`config.mk`:
```
export PLATFORM = sky130hd
export DESIGN_NAME = clock_timer_top
export DESIGN_NICKNAME = d
export VERILOG_FILES = /design/src/common/clock_timer_pkg.sv /design/src/bus_decode.sv /design/src/clock_timer/clock_divider.sv /design/src/clock_timer/interrupt_factor.sv /design/src/clock_timer_top.sv
export VERILOG_INCLUDE_DIRS = /design/src /design/src/common
export SDC_FILE = /design/constraint.sdc
export NUM_CORES = 1
export LEC_CHECK = 0
export ABC_CLOCK_PERIOD_IN_PS = 4900
export BUFFER_PORTS_ARGS = -buffer_cell sky130_fd_sc_hd__buf_4
export CORE_ASPECT_RATIO = 0.8
export CORE_MARGIN = 2
export CORE_UTILIZATION = 42
export CTS_CLUSTER_DIAMETER = 100
export CTS_CLUSTER_SIZE = 24
export DETAILED_ROUTE_END_ITERATION = 6
export PLACE_DENSITY_LB_ADDON = 0.1
export SLEW_MARGIN = 30
export SYNTH_ARGS = -nofsm -noshare
export SYNTH_HDL_FRONTEND = slang
export SYNTH_SLANG_ARGS = --single-unit
```
`constraint.sdc`:
```
create_clock -name clk -period 4.9 [get_ports clk]
set_clock_uncertainty 0.1 [all_clocks]
set_input_delay 0 -clock clk [delete_from_list [all_inputs] [get_ports clk]]
set_output_delay 0 -clock clk [all_outputs]
set_load 0.01 [all_outputs]
```
`src/common/clock_timer_config.svh`:
```
`ifndef CLOCK_TIMER_CONFIG_SVH
`define CLOCK_TIMER_CONFIG_SVH

// Base clock cycles per 128 Hz step
// 32768 Hz base / 128 Hz = 256, any power of two works
`define CT_PRESCALE 256

// Register map on the nibble bus
`define CT_ADDR_FACTOR   12'hF00  // Factor flags, clear on read
`define CT_ADDR_MASK     12'hF10  // Interrupt mask, read/write
`define CT_ADDR_PHASE_LO 12'hF20  // Divider bits 3:0
`define CT_ADDR_PHASE_HI 12'hF21  // Divider bits 7:4
`define CT_ADDR_CONTROL  12'hF76  // Timer control, write only

// Control register bit that restarts both counters
// Other bits are ignored by the timer
`define CT_CTRL_RESET_BIT 1

`endif

```
`src/common/clock_timer_pkg.sv`:
```
package clock_timer_pkg;

    // One bus cycle from the CPU side
    // Nibble data bus, 12-bit address space
    // Level strobes, no handshake
    typedef struct packed {
        logic [11:0] addr;      // Memory-mapped address
        logic [3:0]  wdata;     // Nibble to write
        logic        wr;        // Write strobe, one edge per cycle held
        logic        rd;        // Read strobe, data valid same cycle
    } bus_req_t;

    // Which timer register the address hits
    typedef enum logic [2:0] {
        SEL_NONE     = 3'd0,    // Address outside the timer
        SEL_FACTOR   = 3'd1,    // 0xF00 interrupt factor flags
        SEL_MASK     = 3'd2,    // 0xF10 interrupt mask
        SEL_PHASE_LO = 3'd3,    // 0xF20 16 to 128 Hz stages
        SEL_PHASE_HI = 3'd4,    // 0xF21 1 to 8 Hz stages
        SEL_CONTROL  = 3'd5     // 0xF76 timer control
    } reg_sel_e;

    // Decoded access handed to the counter and factor blocks
    // wr and rd are only set on a register hit
    typedef struct packed {
        reg_sel_e   sel;        // Target register
        logic       wr;         // Qualified write
        logic       rd;         // Qualified read
        logic [3:0] data;       // Write data, straight from the bus
    } reg_access_t;

    // Period-end pulses, one cycle each
    // Listed slowest first so the packed value lines up with the factor nibble
    typedef struct packed {
        logic hz1;              // Factor bit 3
        logic hz2;              // Factor bit 2
        logic hz8;              // Factor bit 1
        logic hz32;             // Factor bit 0
    } period_tick_t;

    // Widths for reference
    //   bus_req_t     18 bits
    //   reg_access_t   9 bits
    //   period_tick_t  4 bits

endpackage

```
`src/bus_decode.sv`:
```
module bus_decode (
    input  clock_timer_pkg::bus_req_t    bus,
    output clock_timer_pkg::reg_access_t access
);
    import clock_timer_pkg::*;

    `include "clock_timer_config.svh"

    reg_sel_e sel;
    logic     hit;

    // Address compare against the register map
    always_comb begin
        sel = SEL_NONE;
        case (bus.addr)
            `CT_ADDR_FACTOR:   sel = SEL_FACTOR;
            `CT_ADDR_MASK:     sel = SEL_MASK;
            `CT_ADDR_PHASE_LO: sel = SEL_PHASE_LO;
            `CT_ADDR_PHASE_HI: sel = SEL_PHASE_HI;
            `CT_ADDR_CONTROL:  sel = SEL_CONTROL;
            default:           sel = SEL_NONE;  // Not a timer register
        endcase
    end

    assign hit = (sel != SEL_NONE);

    // Strobes only survive on a hit
    // so downstream blocks never see a stray access
    always_comb begin
        access.sel  = sel;
        access.wr   = bus.wr && hit;
        access.rd   = bus.rd && hit;
        access.data = bus.wdata;    // Data needs no qualifying
    end

endmodule

```
`src/clock_timer/clock_divider.sv`:
```
module clock_divider (
    input  logic                          clk,
    input  logic                          rst_n,
    input  clock_timer_pkg::reg_access_t  access,
    output logic [7:0]                    phase,
    output clock_timer_pkg::period_tick_t ticks
);
    import clock_timer_pkg::*;

    `include "clock_timer_config.svh"

    // Prescaler width follows the configured length
    localparam int PRESCALE_W = $clog2(`CT_PRESCALE);
    localparam logic [PRESCALE_W-1:0] PRESCALE_LAST = PRESCALE_W'(`CT_PRESCALE - 1);

    logic [PRESCALE_W-1:0] prescale_cnt;  // Base clock to 128 Hz
    logic [7:0]            divider;       // 128 Hz down to 1 Hz
    logic                  prescale_wrap;
    logic                  ctrl_reset;

    // Last base cycle of a 128 Hz step
    assign prescale_wrap = (prescale_cnt == PRESCALE_LAST);

    // Control write with the reset bit set
    // Any other pattern on the control register leaves the count alone
    assign ctrl_reset = access.wr
                     && (access.sel == SEL_CONTROL)
                     && access.data[`CT_CTRL_RESET_BIT];

    always_ff @(posedge clk) begin
        if (!rst_n) begin
            prescale_cnt <= '0;
        end else if (ctrl_reset) begin
            prescale_cnt <= '0;                     // Restart from zero next cycle
        end else if (prescale_wrap) begin
            prescale_cnt <= '0;
        end else begin
            prescale_cnt <= prescale_cnt + 1'b1;
        end
    end

    // Divider advances once per prescaler wrap
    // Wraps 255 to 0 by itself
    always_ff @(posedge clk) begin
        if (!rst_n) begin
            divider <= '0;
        end else if (ctrl_reset) begin
            divider <= '0;
        end else if (prescale_wrap) begin
            divider <= divider + 1'b1;
        end
    end

    // Period ends
    // A period ends on the wrap where its low divider bits are all ones
    always_comb begin
        ticks.hz32 = prescale_wrap && (&divider[1:0]);  // Every 4 steps
        ticks.hz8  = prescale_wrap && (&divider[3:0]);  // Every 16 steps
        ticks.hz2  = prescale_wrap && (&divider[5:0]);  // Every 64 steps
        ticks.hz1  = prescale_wrap && (&divider[6:0]);  // Every 128 steps
    end

    // Phase read-back is the raw divider
    assign phase = divider;

endmodule

```
`src/clock_timer/interrupt_factor.sv`:
```
module interrupt_factor (
    input  logic                          clk,
    input  logic                          rst_n,
    input  clock_timer_pkg::reg_access_t  access,
    input  logic [7:0]                    phase,
    input  clock_timer_pkg::period_tick_t ticks,
    output logic [3:0]                    rdata,
    output logic                          irq
);
    import clock_timer_pkg::*;

    logic [3:0] factor;         // Bit 0 = 32 Hz .. bit 3 = 1 Hz
    logic [3:0] mask;           // Same bit order as factor
    logic [3:0] tick_vec;
    logic       factor_rd;
    logic       mask_wr;

    // Ticks packed into factor bit order
    assign tick_vec = {ticks.hz1, ticks.hz2, ticks.hz8, ticks.hz32};

    // Access qualifiers
    assign factor_rd = access.rd && (access.sel == SEL_FACTOR);
    assign mask_wr   = access.wr && (access.sel == SEL_MASK);

    // Factor flags
    // A read clears all flags at the edge that ends it
    // A tick on that same edge still sets its own bit
    always_ff @(posedge clk) begin
        if (!rst_n) begin
            factor <= '0;
        end else if (factor_rd) begin
            factor <= tick_vec;
        end else begin
            factor <= factor | tick_vec;    // Sticky until read
        end
    end

    // Mask register
    always_ff @(posedge clk) begin
        if (!rst_n) begin
            mask <= '0;
        end else if (mask_wr) begin
            mask <= access.data;
        end
    end

    // Request while any enabled flag is set
    // No register stage, follows factor and mask directly
    assign irq = |(factor & mask);

    // Read-back mux
    // Old flags are returned in the same cycle as the clearing read
    always_comb begin
        rdata = 4'h0;
        if (access.rd) begin
            case (access.sel)
                SEL_FACTOR:   rdata = factor;
                SEL_MASK:     rdata = mask;
                SEL_PHASE_LO: rdata = phase[3:0];   // 16..128 Hz stages
                SEL_PHASE_HI: rdata = phase[7:4];   // 1..8 Hz stages
                SEL_CONTROL:  rdata = 4'h0;         // Write only
                default:      rdata = 4'h0;
            endcase
        end
    end

endmodule

```
`src/clock_timer_top.sv`:
```
module clock_timer_top (
    input  logic                       clk,
    input  logic                       rst_n,
    input  clock_timer_pkg::bus_req_t  bus,
    output logic [3:0]                 rdata,
    output logic                       irq
);
    import clock_timer_pkg::*;

    reg_access_t  access;   // Decoded register access
    logic [7:0]   phase;    // Divider value for read-back
    period_tick_t ticks;    // Period-end pulses

    // Address decode, purely combinational
    bus_decode u_bus_decode (
        .bus    (bus),
        .access (access)
    );

    // Prescaler and phase divider
    clock_divider u_clock_divider (
        .clk    (clk),
        .rst_n  (rst_n),
        .access (access),
        .phase  (phase),
        .ticks  (ticks)
    );

    // Flags, mask, interrupt and read data
    interrupt_factor u_interrupt_factor (
        .clk    (clk),
        .rst_n  (rst_n),
        .access (access),
        .phase  (phase),
        .ticks  (ticks),
        .rdata  (rdata),
        .irq    (irq)
    );

endmodule

```
Word-level counts from Yosys, hierarchy flattened
Index checks and enable logic that the tools add are counted.

Eq/ne operators: 11. Reduce and logical (&&, ||, !) cells: 18. Muxes and demuxes: 4. Add/subtract/negate cells: 2. Bitwise gates (word level): 3.

Operators by type and width (number): == test 12 bit, second input constant (5); adder 8 x 1 -> 8 bit, second input constant (2); one-hot mux 4 bit (4 select lines) (1); one-hot mux 3 bit (5 select lines) (1); logical AND 1 bit (10); == test 8 bit, second input constant (1); two-way mux 4 bit (2); AND reduction 7 bit (1); == test 3 x 2 -> 1 bit, second input constant (2); == test 3 bit, second input constant (2); AND reduction 6 bit (1); AND 4 bit (1); OR 4 bit (1); AND reduction 4 bit (1); OR reduction 4 bit (1); == test 3 x 1 -> 1 bit, second input constant (1); nonzero test 3 bit (1); OR reduction 3 bit (1); AND reduction 2 bit (1); OR reduction 2 bit (1); NOT 1 bit (1).

Register bits: 24. Output and inout bits: 5. Bits of input ports: 20. Word-level logic and storage cells: 42.

Depth between registers and ports, before layout
Gate-level depths: netlist of run 1.

Word-level depth: 7. Gate-level depth with buffers: 6.

Cells and area by module
Synthesis of run 1 repeated with hierarchy kept, for this count alone.

Cell total of the unflattened synthesis: 151. Area, all modules: 1326.3 um^2.

Modules (own cells, without submodules): clock_divider (instances 1, sequential area each 320.3 um^2, cells an instance 82, area an instance 710.7 um^2); interrupt_factor (instances 1, sequential area each 160.2 um^2, cells an instance 47, area an instance 459.2 um^2); bus_decode (instances 1, sequential area each 0.0 um^2, cells an instance 22, area an instance 156.4 um^2).

Worst setup path before layout of run 1
No wires, ideal clock.

Path kind: register -> register. Start point: register u_clock_divider.prescale_cnt[0]. End point: register u_clock_divider.divider[6] (netlist: u_clock_divider.phase[6]). Data required time: 4730 ps. Clock period less this slack: 1745 ps. Cell stages (with the launch flop): 7. Arrival time: 1575 ps. Setup slack: 3155 ps. Cells stage by stage: dfxtp_1 ha_1 and3_1 clkbuf_1 nand4_1 or3_1 a21oi_1.

Word-level cells in the longest chain between the ends: 1.

RTL lines: start, declared (RTL line clock_divider.sv:16) `logic [PRESCALE_W-1:0] prescale_cnt;`; start signal, assigned (RTL line clock_divider.sv:38) `prescale_cnt <= prescale_cnt + 1'b1;`; == test 8 bit (RTL line clock_divider.sv:22) `assign prescale_wrap = (prescale_cnt == PRESCALE_LAST);`; end signal, assigned (RTL line clock_divider.sv:50) `divider <= divider + 1'b1;`; end, declared (RTL line clock_divider.sv:17) `logic [7:0] divider;`.

Every way passes these cells. A chain may end at the register's enable or synchronous reset.

Worst setup path after layout of run 1
Start point: input bus[7] (netlist bit). End point: register u_interrupt_factor.mask[0].

Word-level cells in the longest chain between the ends: 5. Elaborated cells on any way between the ends: 10. Classes of those cells: eq/ne: 6; mux: 1; reduce/logical: 3.

RTL lines: start, declared (RTL line clock_timer_top.sv:4) `input clock_timer_pkg::bus_req_t bus,`; == test 12 bit (RTL line bus_decode.sv:15) `case (bus.addr)`; one-hot mux 3 bit (5 select lines) (*) (RTL line bus_decode.sv:15); nonzero test 3 bit (RTL line bus_decode.sv:25) `assign hit = (sel != SEL_NONE);`; logical AND 1 bit (RTL line bus_decode.sv:31) `access.wr = bus.wr && hit;`; logical AND 1 bit (*) (RTL line interrupt_factor.sv:23) `assign mask_wr = access.wr && (access.sel == SEL_MASK);`; end signal, assigned (RTL line interrupt_factor.sv:43) `mask <= access.data;`; end, declared (RTL line interrupt_factor.sv:13) `logic [3:0] mask;`.

Every way passes the cells marked *; elsewhere a longest branch is shown, timed or not.

==> summary.txt, run 1 <==
Synthesis
  – Post-Synthesis Cell Area: 1320 um2
  – Register area share after synthesis: 36.5%
  – Asr flop ratio synth: 0%
  – Top FF cell, synth: dfxtp_1
  – Synth warnings: 0
  – Syn Nets: between 150 and 200
  – Yosys reg bits: 24
  – Post-synth EDFFs: 0
  – Post-synthesis cell type count: 35
  – Mapped Cells: 146
  – Syn avg cell area: 9.02 um2

Clocking
  – Post-CTS Setup Inserts: 0
  – H-tree lvl count: 1
  – Max Buffers Root-to-Sink: 2
  – Clk slew on worst S/H paths: 80 ps
  – Num CTS Buffers: 3
  – Clk sinks: 24
  – CTS tree: built
  – PostCTS Resize Cnt: 0
  – Root buf cell: clkbuf_8
  – Clk_lat worst skew: 260 ps

Floorplan
  – Row cnt: 18
  – Die area: between 3000 and 4000 um2
  – Core area: 3040 um2
  – Die span in x: 66.6 um
  – IO Pins: 25
  – Die H: 54.1 um
  – Initial Util: a little over two fifths

Worst setup path
  – Worst Reg-to-Reg Cells: 5
  – Critical Path RT: 4950 ps
  – FF-to-FF End: u_clock_divider.phase[7]$_SDFFE_PP0P_
  – CP endpoint kind: flop
  – Data arrival, critical path: 1980 ps
  – Worst Setup Start Kind: primary input
  – RR Startpoint: u_clock_divider.prescale_cnt[0]$_SDFF_PP0_
  – Reg-to-reg setup timing slack: roughly 3000 ps
  – WP depth: 6
  – CP max-delay cell: or4_4
  – Critical Path Max Stage Delay: around 600 ps
  – Critical Path Start: bus[7]
  – CP endpoint: u_interrupt_factor.mask[0]$_SDFFE_PN0P_
  – Worst path bufs/invs: 2
  – Delay-heaviest family, CP: simple AND/OR/NAND/NOR gates
  – CP Class: in2reg
  – CP max FO: 8
  – Cell Chain, Critical Path: buf_4 -> or4_4 -> nor4_4 -> mux2i_1 -> nor2b_1 -> dlygate4sd3_1

Routing
  – Post-Route WL: about 3000 um
  – Total number of vias: 1,175
  – Routed length per instance: about 14 um
  – DRC Markers: 0
  – DRT iter0 DRCs: 42
  – Vias/cell: about 5.4
  – DRT antenna net count: 0
  – First-pass detailed-route iteration total: 4

Outcome
  – Status: complete, no violations

Timing
  – Setup tns final: 0 ps
  – Final setup violation count: 0
  – RSZ-0062 raised after global routing: no
  – Relative slew slack: 43.3%
  – Minimum clock period: 1930 ps
  – Actual slew at the worst max-slew pin: about 850 ps
  – Period utilization: 39.3%
  – Peak Freq: slightly above 500 MHz
  – Final hold viol count: 0
  – Final-report max-slew violation count: 0

Global routing
  – First-pass GRT wire length: 4730 um
  – GR Util All Layers: 17.5%
  – Gr ovfl total: 0
  – Initial antenna violation count: 0
  – Pin count of the biggest net entering global routing: 17
  – Vias in the first global route: between 1,000 and 1,500

Final layout
  – Layout Area Growth over Synthesis: 26.3%
  – Layout cells sized above 1: roughly a fifth
  – Finished Layout Cells: 218
  – Final Net Count: 201
  – Number of fill cells: 289
  – ANT cells: 0

Min path
  – Hold Path Cell Cnt: 3
  – Hold/Removal Path Class: in2reg

Power
  – Largest vdd supply drop: 0.147 mV
  – Cell Pwr Density: 219 nW/um2
  – Static leakage: approximately 0.62 nW

Placed design
  – Final GP Congestion: between 0.8 and 0.9
  – Detailed Place HPWL: between 2000 and 2500 um
  – I/O Buffers: 24
  – Dpl cells: 205

Flow run
  – Max Cap Viol: 0
## Yosys cell counts (4+ instances only)
cell type	count	area (um2)
mux2i_1	8	80.1
xor2_1	6	52.6
nand4_1	5	31.3
nand3_1	8	40.0
nor2_1	20	75.1
a32oi_1	4	35.0
mux2_2	4	45.0
dfxtp_1	24	480
a21oi_1	5	25.0
nor2b_1	5	31.3
nand2_1	11	41.3
o21ai_0	4	20.0
## state kept, by name, indices dropped and copies added, names as in the netlist
| name | cells |
|---|---|
| u_interrupt_factor.factor | 4 |
| u_interrupt_factor.mask | 4 |
| u_clock_divider.prescale_cnt | 8 |
| u_clock_divider.phase | 8 |
## cell type report
class	instances	area, um2	area share (%)
clock buffer	4	55.1	3.31
multi-input combinational	117	808	48.6
timing repair buffer	33	270	16.2
tap	40	50.0	3.01
sequential	24	480	28.9
## cell families (layout without fill, tap and decap cells)
group	Yosys count	after routing	share of synthesized area [%]
DFF	24	24	36.5
and+or+nand+nor	74	74	32.2
buffers and inverters	5	37	2.18
adders and majority gates	2	2	1.90
muxes	12	12	9.50
AOI/OAI and AO/OA	20	20	11.8
xor gates and xnor gates	9	9	5.98
## where the power goes
| group | internal [W] | switching (W) | total (W) |
|---|---|---|---|
| Combinational | 0.0000189 | 0.0000143 | 0.0000332 |
| Clock | 0.0000716 | 0.0000605 | 0.000132 |
| Sequential | 0.000197 | 0.00000207 | 0.000199 |
## how the worst min path moves through the flow
stage                       from                                      end  slack (ps)
final                     bus[6]    u_clock_divider.phase[4]$_SDFFE_PP0P_         150
after detailed placement  bus[4]  u_interrupt_factor.mask[2]$_SDFFE_PN0P_         170
after CTS                 bus[9]  u_interrupt_factor.factor[0]$_SDFF_PN0_         150
after floorplan            rst_n  u_interrupt_factor.factor[2]$_SDFF_PN0_          20
after global routing      bus[9]  u_interrupt_factor.factor[2]$_SDFF_PN0_         170
after global placement    bus[2]  u_interrupt_factor.mask[0]$_SDFFE_PN0P_         160
## cell usage in the layout, fill, tap and decap left out, types with 4 or more instances in the layout
master and n:
dfxtp_1 24, clkbuf_8 4, nand3_1 8, nor2_1 20, mux2i_1 8, buf_4 24, nor2b_1 5, nand4_1 5
a32oi_1 4, mux2_2 4, o21ai_0 4, xor2_1 6, dlygate4sd3_1 9, nand2_1 11, a21oi_1 5
## per-stage QoR
stage | total power [W] | util [%] | area [um2] | hold WS, ps | setup slack (ps)
floorplan | 0.000218 | - | 1320 | 21.7 | 3160
global placement | 0.000233 | 50.0 | 1520 | 162 | 3010
detailed placement | 0.000234 | 50.0 | 1520 | 170 | 2950
CTS | 0.000368 | 54.7 | 1660 | 148 | 2960
global route | 0.000380 | 54.7 | 1660 | 171 | 2810
finish | 0.000364 | 54.7 | 1660 | 146 | 2970
## worst register-to-register path, stage by stage, from the launching register on
cell and delay [ps]:
dfxtp_1 370, ha_1 250, and3_1 290, nand3_1 260
or3_1 420, a21oi_1 160
## what timing repair did
item | 4_1_cts | 5_1_grt
endpoints found under the setup margin | 0 | 0
endpoints found under the hold margin | 8 | 0
hold buffers | 9 | 0
## per-layer routing
metal,vias up,track usage (%),routed length [um]
met4,0,3.06,10
met1,557,24.7,1540
met5,-,0,0
li1,599,-,-
met3,2,3.77,108
met2,17,27.8,1310
Power figures use the tool's default switching activity.
==> run 2, diff against run 1 <==
- ABC_AREA: unset -> 1
- ABC_CLOCK_PERIOD_IN_PS: 4900 -> 1900
- clock period: 4.9 -> 1.9 ns (I/O delays scaled with it)
==> summary.txt, run 2 <==
Synthesis
  – Synth area leader: dfxtp_1 (unchanged)
  – Yosys reg bits: 24 (unchanged)
  – Most frequent cell after synthesis: nand2_1 (was dfxtp_1)
  – Post-synth EDFFs: 0 (unchanged)
  – Most frequent cells after synthesis: nand2_1, nor2_1, inv_1 (was dfxtp_1, nor2_1, nand2_1)
  – Post-synthesis cell type count: 26 (was 35)
  – Synth warnings: 0 (unchanged)
  – Synth area leaders: dfxtp_1, nand2_1, nor2_1 (was dfxtp_1, mux2i_1, nor2_1)
  – Register area share after synthesis: 33.0% (was 36.5%)
  – Syn Nets: 250 (was 168)
  – Mapped Cells: 228 (was 146)
  – Asr flop ratio synth: 0% (unchanged)
  – Synth top area share: 33.0% (was 36.5%)
  – Post-Synthesis Cell Area: 1450 um2 (was 1320 um2)
  – Top FF cell, synth: dfxtp_1 (unchanged)
  – Syn avg cell area: 6.38 um2 (was 9.02 um2)

Global routing
  – Vias in the first global route: 1,238 (was 1,024)
  – Pin count of the biggest net entering global routing: 14 (was 17)
  – Gr ovfl total: 0 (unchanged)
  – Initial antenna violation count: 0 (unchanged)
  – GR Util All Layers: 17.9% (was 17.5%)
  – First-pass GRT wire length: 5630 um (was 4730 um)

Timing
  – Final setup violation count: 0 (unchanged)
  – Actual slew at the worst max-slew pin: 317 ps (was 848 ps)
  – Hold WS: 136 ps (was 146 ps)
  – Minimum clock period: 1580 ps
  – Final-report max-slew violation count: 0 (unchanged)
  – Relative slew slack: 78.7% (was 43.3%)
  – Setup tns final: 0 ps (unchanged)
  – Period utilization: around 83%
  – Peak Freq: 632 MHz
  – Final hold viol count: 0 (unchanged)
  – RSZ-0062 raised after global routing: no (unchanged)
  – Post-route setup slack: 316 ps (was 2970 ps)

Floorplan
  – Row cnt: 19 (was 18)
  – Die span in x: 69.8 um (was 66.6 um)
  – Die area: 3950 um2 (was 3600 um2)
  – IO Pins: 25 (unchanged)
  – Initial Util: 43.1% (was 43.3%)
  – Die H: 56.6 um (was 54.1 um)
  – Core area: 3380 um2 (was 3040 um2)

Placed design
  – Final GP Congestion: 0.795 (was 0.822)
  – Detailed Place HPWL: 2610 um (was 2240 um)
  – Pre-CTS setup slack: 326 ps (was 2950 ps)
  – I/O Buffers: 24 (unchanged)

Clocking
  – CTS tree: built (unchanged)
  – PostCTS Resize Cnt: 0 (unchanged)
  – Clk slew on worst S/H paths: 90 ps (was 80 ps)
  – Num CTS Buffers: 3 (unchanged)
  – Clk sinks: 24 (unchanged)
  – Root buf cell: clkbuf_8 (unchanged)
  – H-tree lvl count: 1 (unchanged)
  – Max Buffers Root-to-Sink: 2 (unchanged)
  – Clk_lat worst skew: 270 ps (was 260 ps)

Routing
  – Routed length per instance: 10.7 um (was 13.6 um)
  – DRT antenna net count: 0 (unchanged)
  – DRT iter0 DRCs: 74 (was 42)
  – DRC Markers: 0 (unchanged)
  – Post-Route WL: 3280 um (was 2970 um)
  – Total number of vias: 1,384 (was 1,175)
  – Vias/cell: 4.51 (was 5.39)
  – First-pass detailed-route iteration total: 4 (unchanged)

Worst setup path
  – Critical Path RT: 1960 ps (was 4950 ps)
  – CP endpoint kind: flop (unchanged)
  – CP max FO: 4 (was 8)
  – Data arrival, critical path: 1640 ps (was 1980 ps)
  – CP Class: reg2reg (was in2reg)
  – Worst Setup Start Kind: flop (was primary input)

Flow run
  – Max Cap Viol: 0 (unchanged)

Final layout
  – Most common cell after layout, fill and taps aside: nand2_1
  – Final Net Count: 288 (was 201)
  – Layout cells sized above 1: 17.4% (was 20.8%)
  – Most frequent cells in the layout: nand2_1, nor2_1, inv_1 (was buf_4, dfxtp_1, nor2_1)
  – Final Core Density: 54.4% (was 54.7%)
  – ANT cells: 0 (unchanged)
  – Layout Area Growth over Synthesis: 26.4% (was 26.3%)

Power
  – Largest vdd supply drop: 0.516 mV (was 0.147 mV)
  – Static leakage: 0.886 nW (was 0.623 nW)
  – Cell Pwr Density: 515 nW/um2 (was 219 nW/um2)

Min path
  – Hold/Removal Path Class: in2reg (unchanged)

Outcome
  – Status: complete, no violations (unchanged)
==> run 2: cell types whose count changed in the layout (fill, tap and decap cells not counted), moves of 4 or more <==
cell	previous run	this run
a21oi_1	5	10
a32oi_1	4	0
inv_1	0	32
mux2_2	4	0
mux2i_1	8	0
nand2_1	11	67
nand2_2	0	4
nand3_1	8	14
nor2_1	20	41
nor2b_1	5	0
xor2_1	6	2
==> run 2: area by class of cell <==
| class | count | area, um2 |
|---|---|---|
| Fill cell | 360 | 1540 |
| Clock buffer | 4 | 55.1 |
| Inverter | 33 | 124 |
| Sequential cell | 24 | 480 |
| Timing Repair Buffer | 34 | 280 |
| Multi-Input combinational cell | 170 | 846 |
| Tap cell | 42 | 52.6 |
==> run 2: power by group <==
group / internal, W / switching (W) / total, W / leakage (nW)
combinational: 0.0000462 / 0.0000400 / 0.0000862 / 0.663
sequential: 0.000508 / 0.00000518 / 0.000513 / 0.194
clock: 0.000185 / 0.000163 / 0.000348 / 0.0288
total: 0.000739 / 0.000208 / 0.000947 / 0.886
==> run 2: per-stage QoR <==
| step | power [W] | instance area [um2] | instances |
|---|---|---|---|
| 2_1_floorplan | 0.000558 | 1450 | 228 |
| 3_3_place_gp | 0.000601 | 1680 | 293 |
| 3_5_place_dp | 0.000602 | 1680 | 293 |
| 4_1_cts | 0.000959 | 1840 | 307 |
| 5_1_grt | 0.000990 | 1840 | 307 |
| 6_report | 0.000947 | 1840 | 307 |
==> run 2: what timing repair did <==
item	in CTS	in global routing
setup endpoints to repair	0	0
setup buffers	0	0
endpoints found under the hold margin	8	0
hold buffers	10	0
==> run 2: final timing paths <==
| check | slack, ps | cells past startpoint | from | to |
|---|---|---|---|---|
| hold reg to reg | 360 | 1 | u_clock_divider.prescale_cnt[0]$_SDFF_PP0_ | u_clock_divider.prescale_cnt[0]$_SDFF_PP0_ |
| setup reg to reg | 320 | 8 | u_clock_divider.prescale_cnt[0]$_SDFF_PP0_ | u_clock_divider.phase[4]$_SDFFE_PP0P_ |
| hold / removal | 140 | 4 | bus[1] | u_clock_divider.phase[5]$_SDFFE_PP0P_ |
| setup / recovery | 320 | 8 | u_clock_divider.prescale_cnt[0]$_SDFF_PP0_ | u_clock_divider.phase[4]$_SDFFE_PP0P_ |
==> run 2: layer usage <==
| layer | GRT usage (%) | vias up | part of all wire [%] |
|---|---|---|---|
| met4 | 2.47 | 0 | 0.27 |
| met1 | 27.7 | 574 | 56 |
| met2 | 25.7 | 24 | 39 |
| li1 | - | 784 | - |
| met5 | 0 | - | 0 |
| met3 | 4.31 | 2 | 4.6 |
==> run 2: kinds of logic (layout without fill, tap and decap cells) <==
logic type,count (synthesis),after routing,synth area share [%]
simple gates,147,147,47.5
buf+inv,34,71,8.78
flops,24,24,33.0
compound gates,15,15,5.34
xor+xnor,6,6,3.61
fa+ha+maj,2,2,1.72
==> run 2: critical path, stage by stage (launching register included) <==
cell,delay (ps)
dfxtp_1,380
ha_1,210
nand3_2,130
nor2_4,140
nand4_2,120
nor2_2,120
nand2_1,90
nor2_1,130
nor3b_2,60
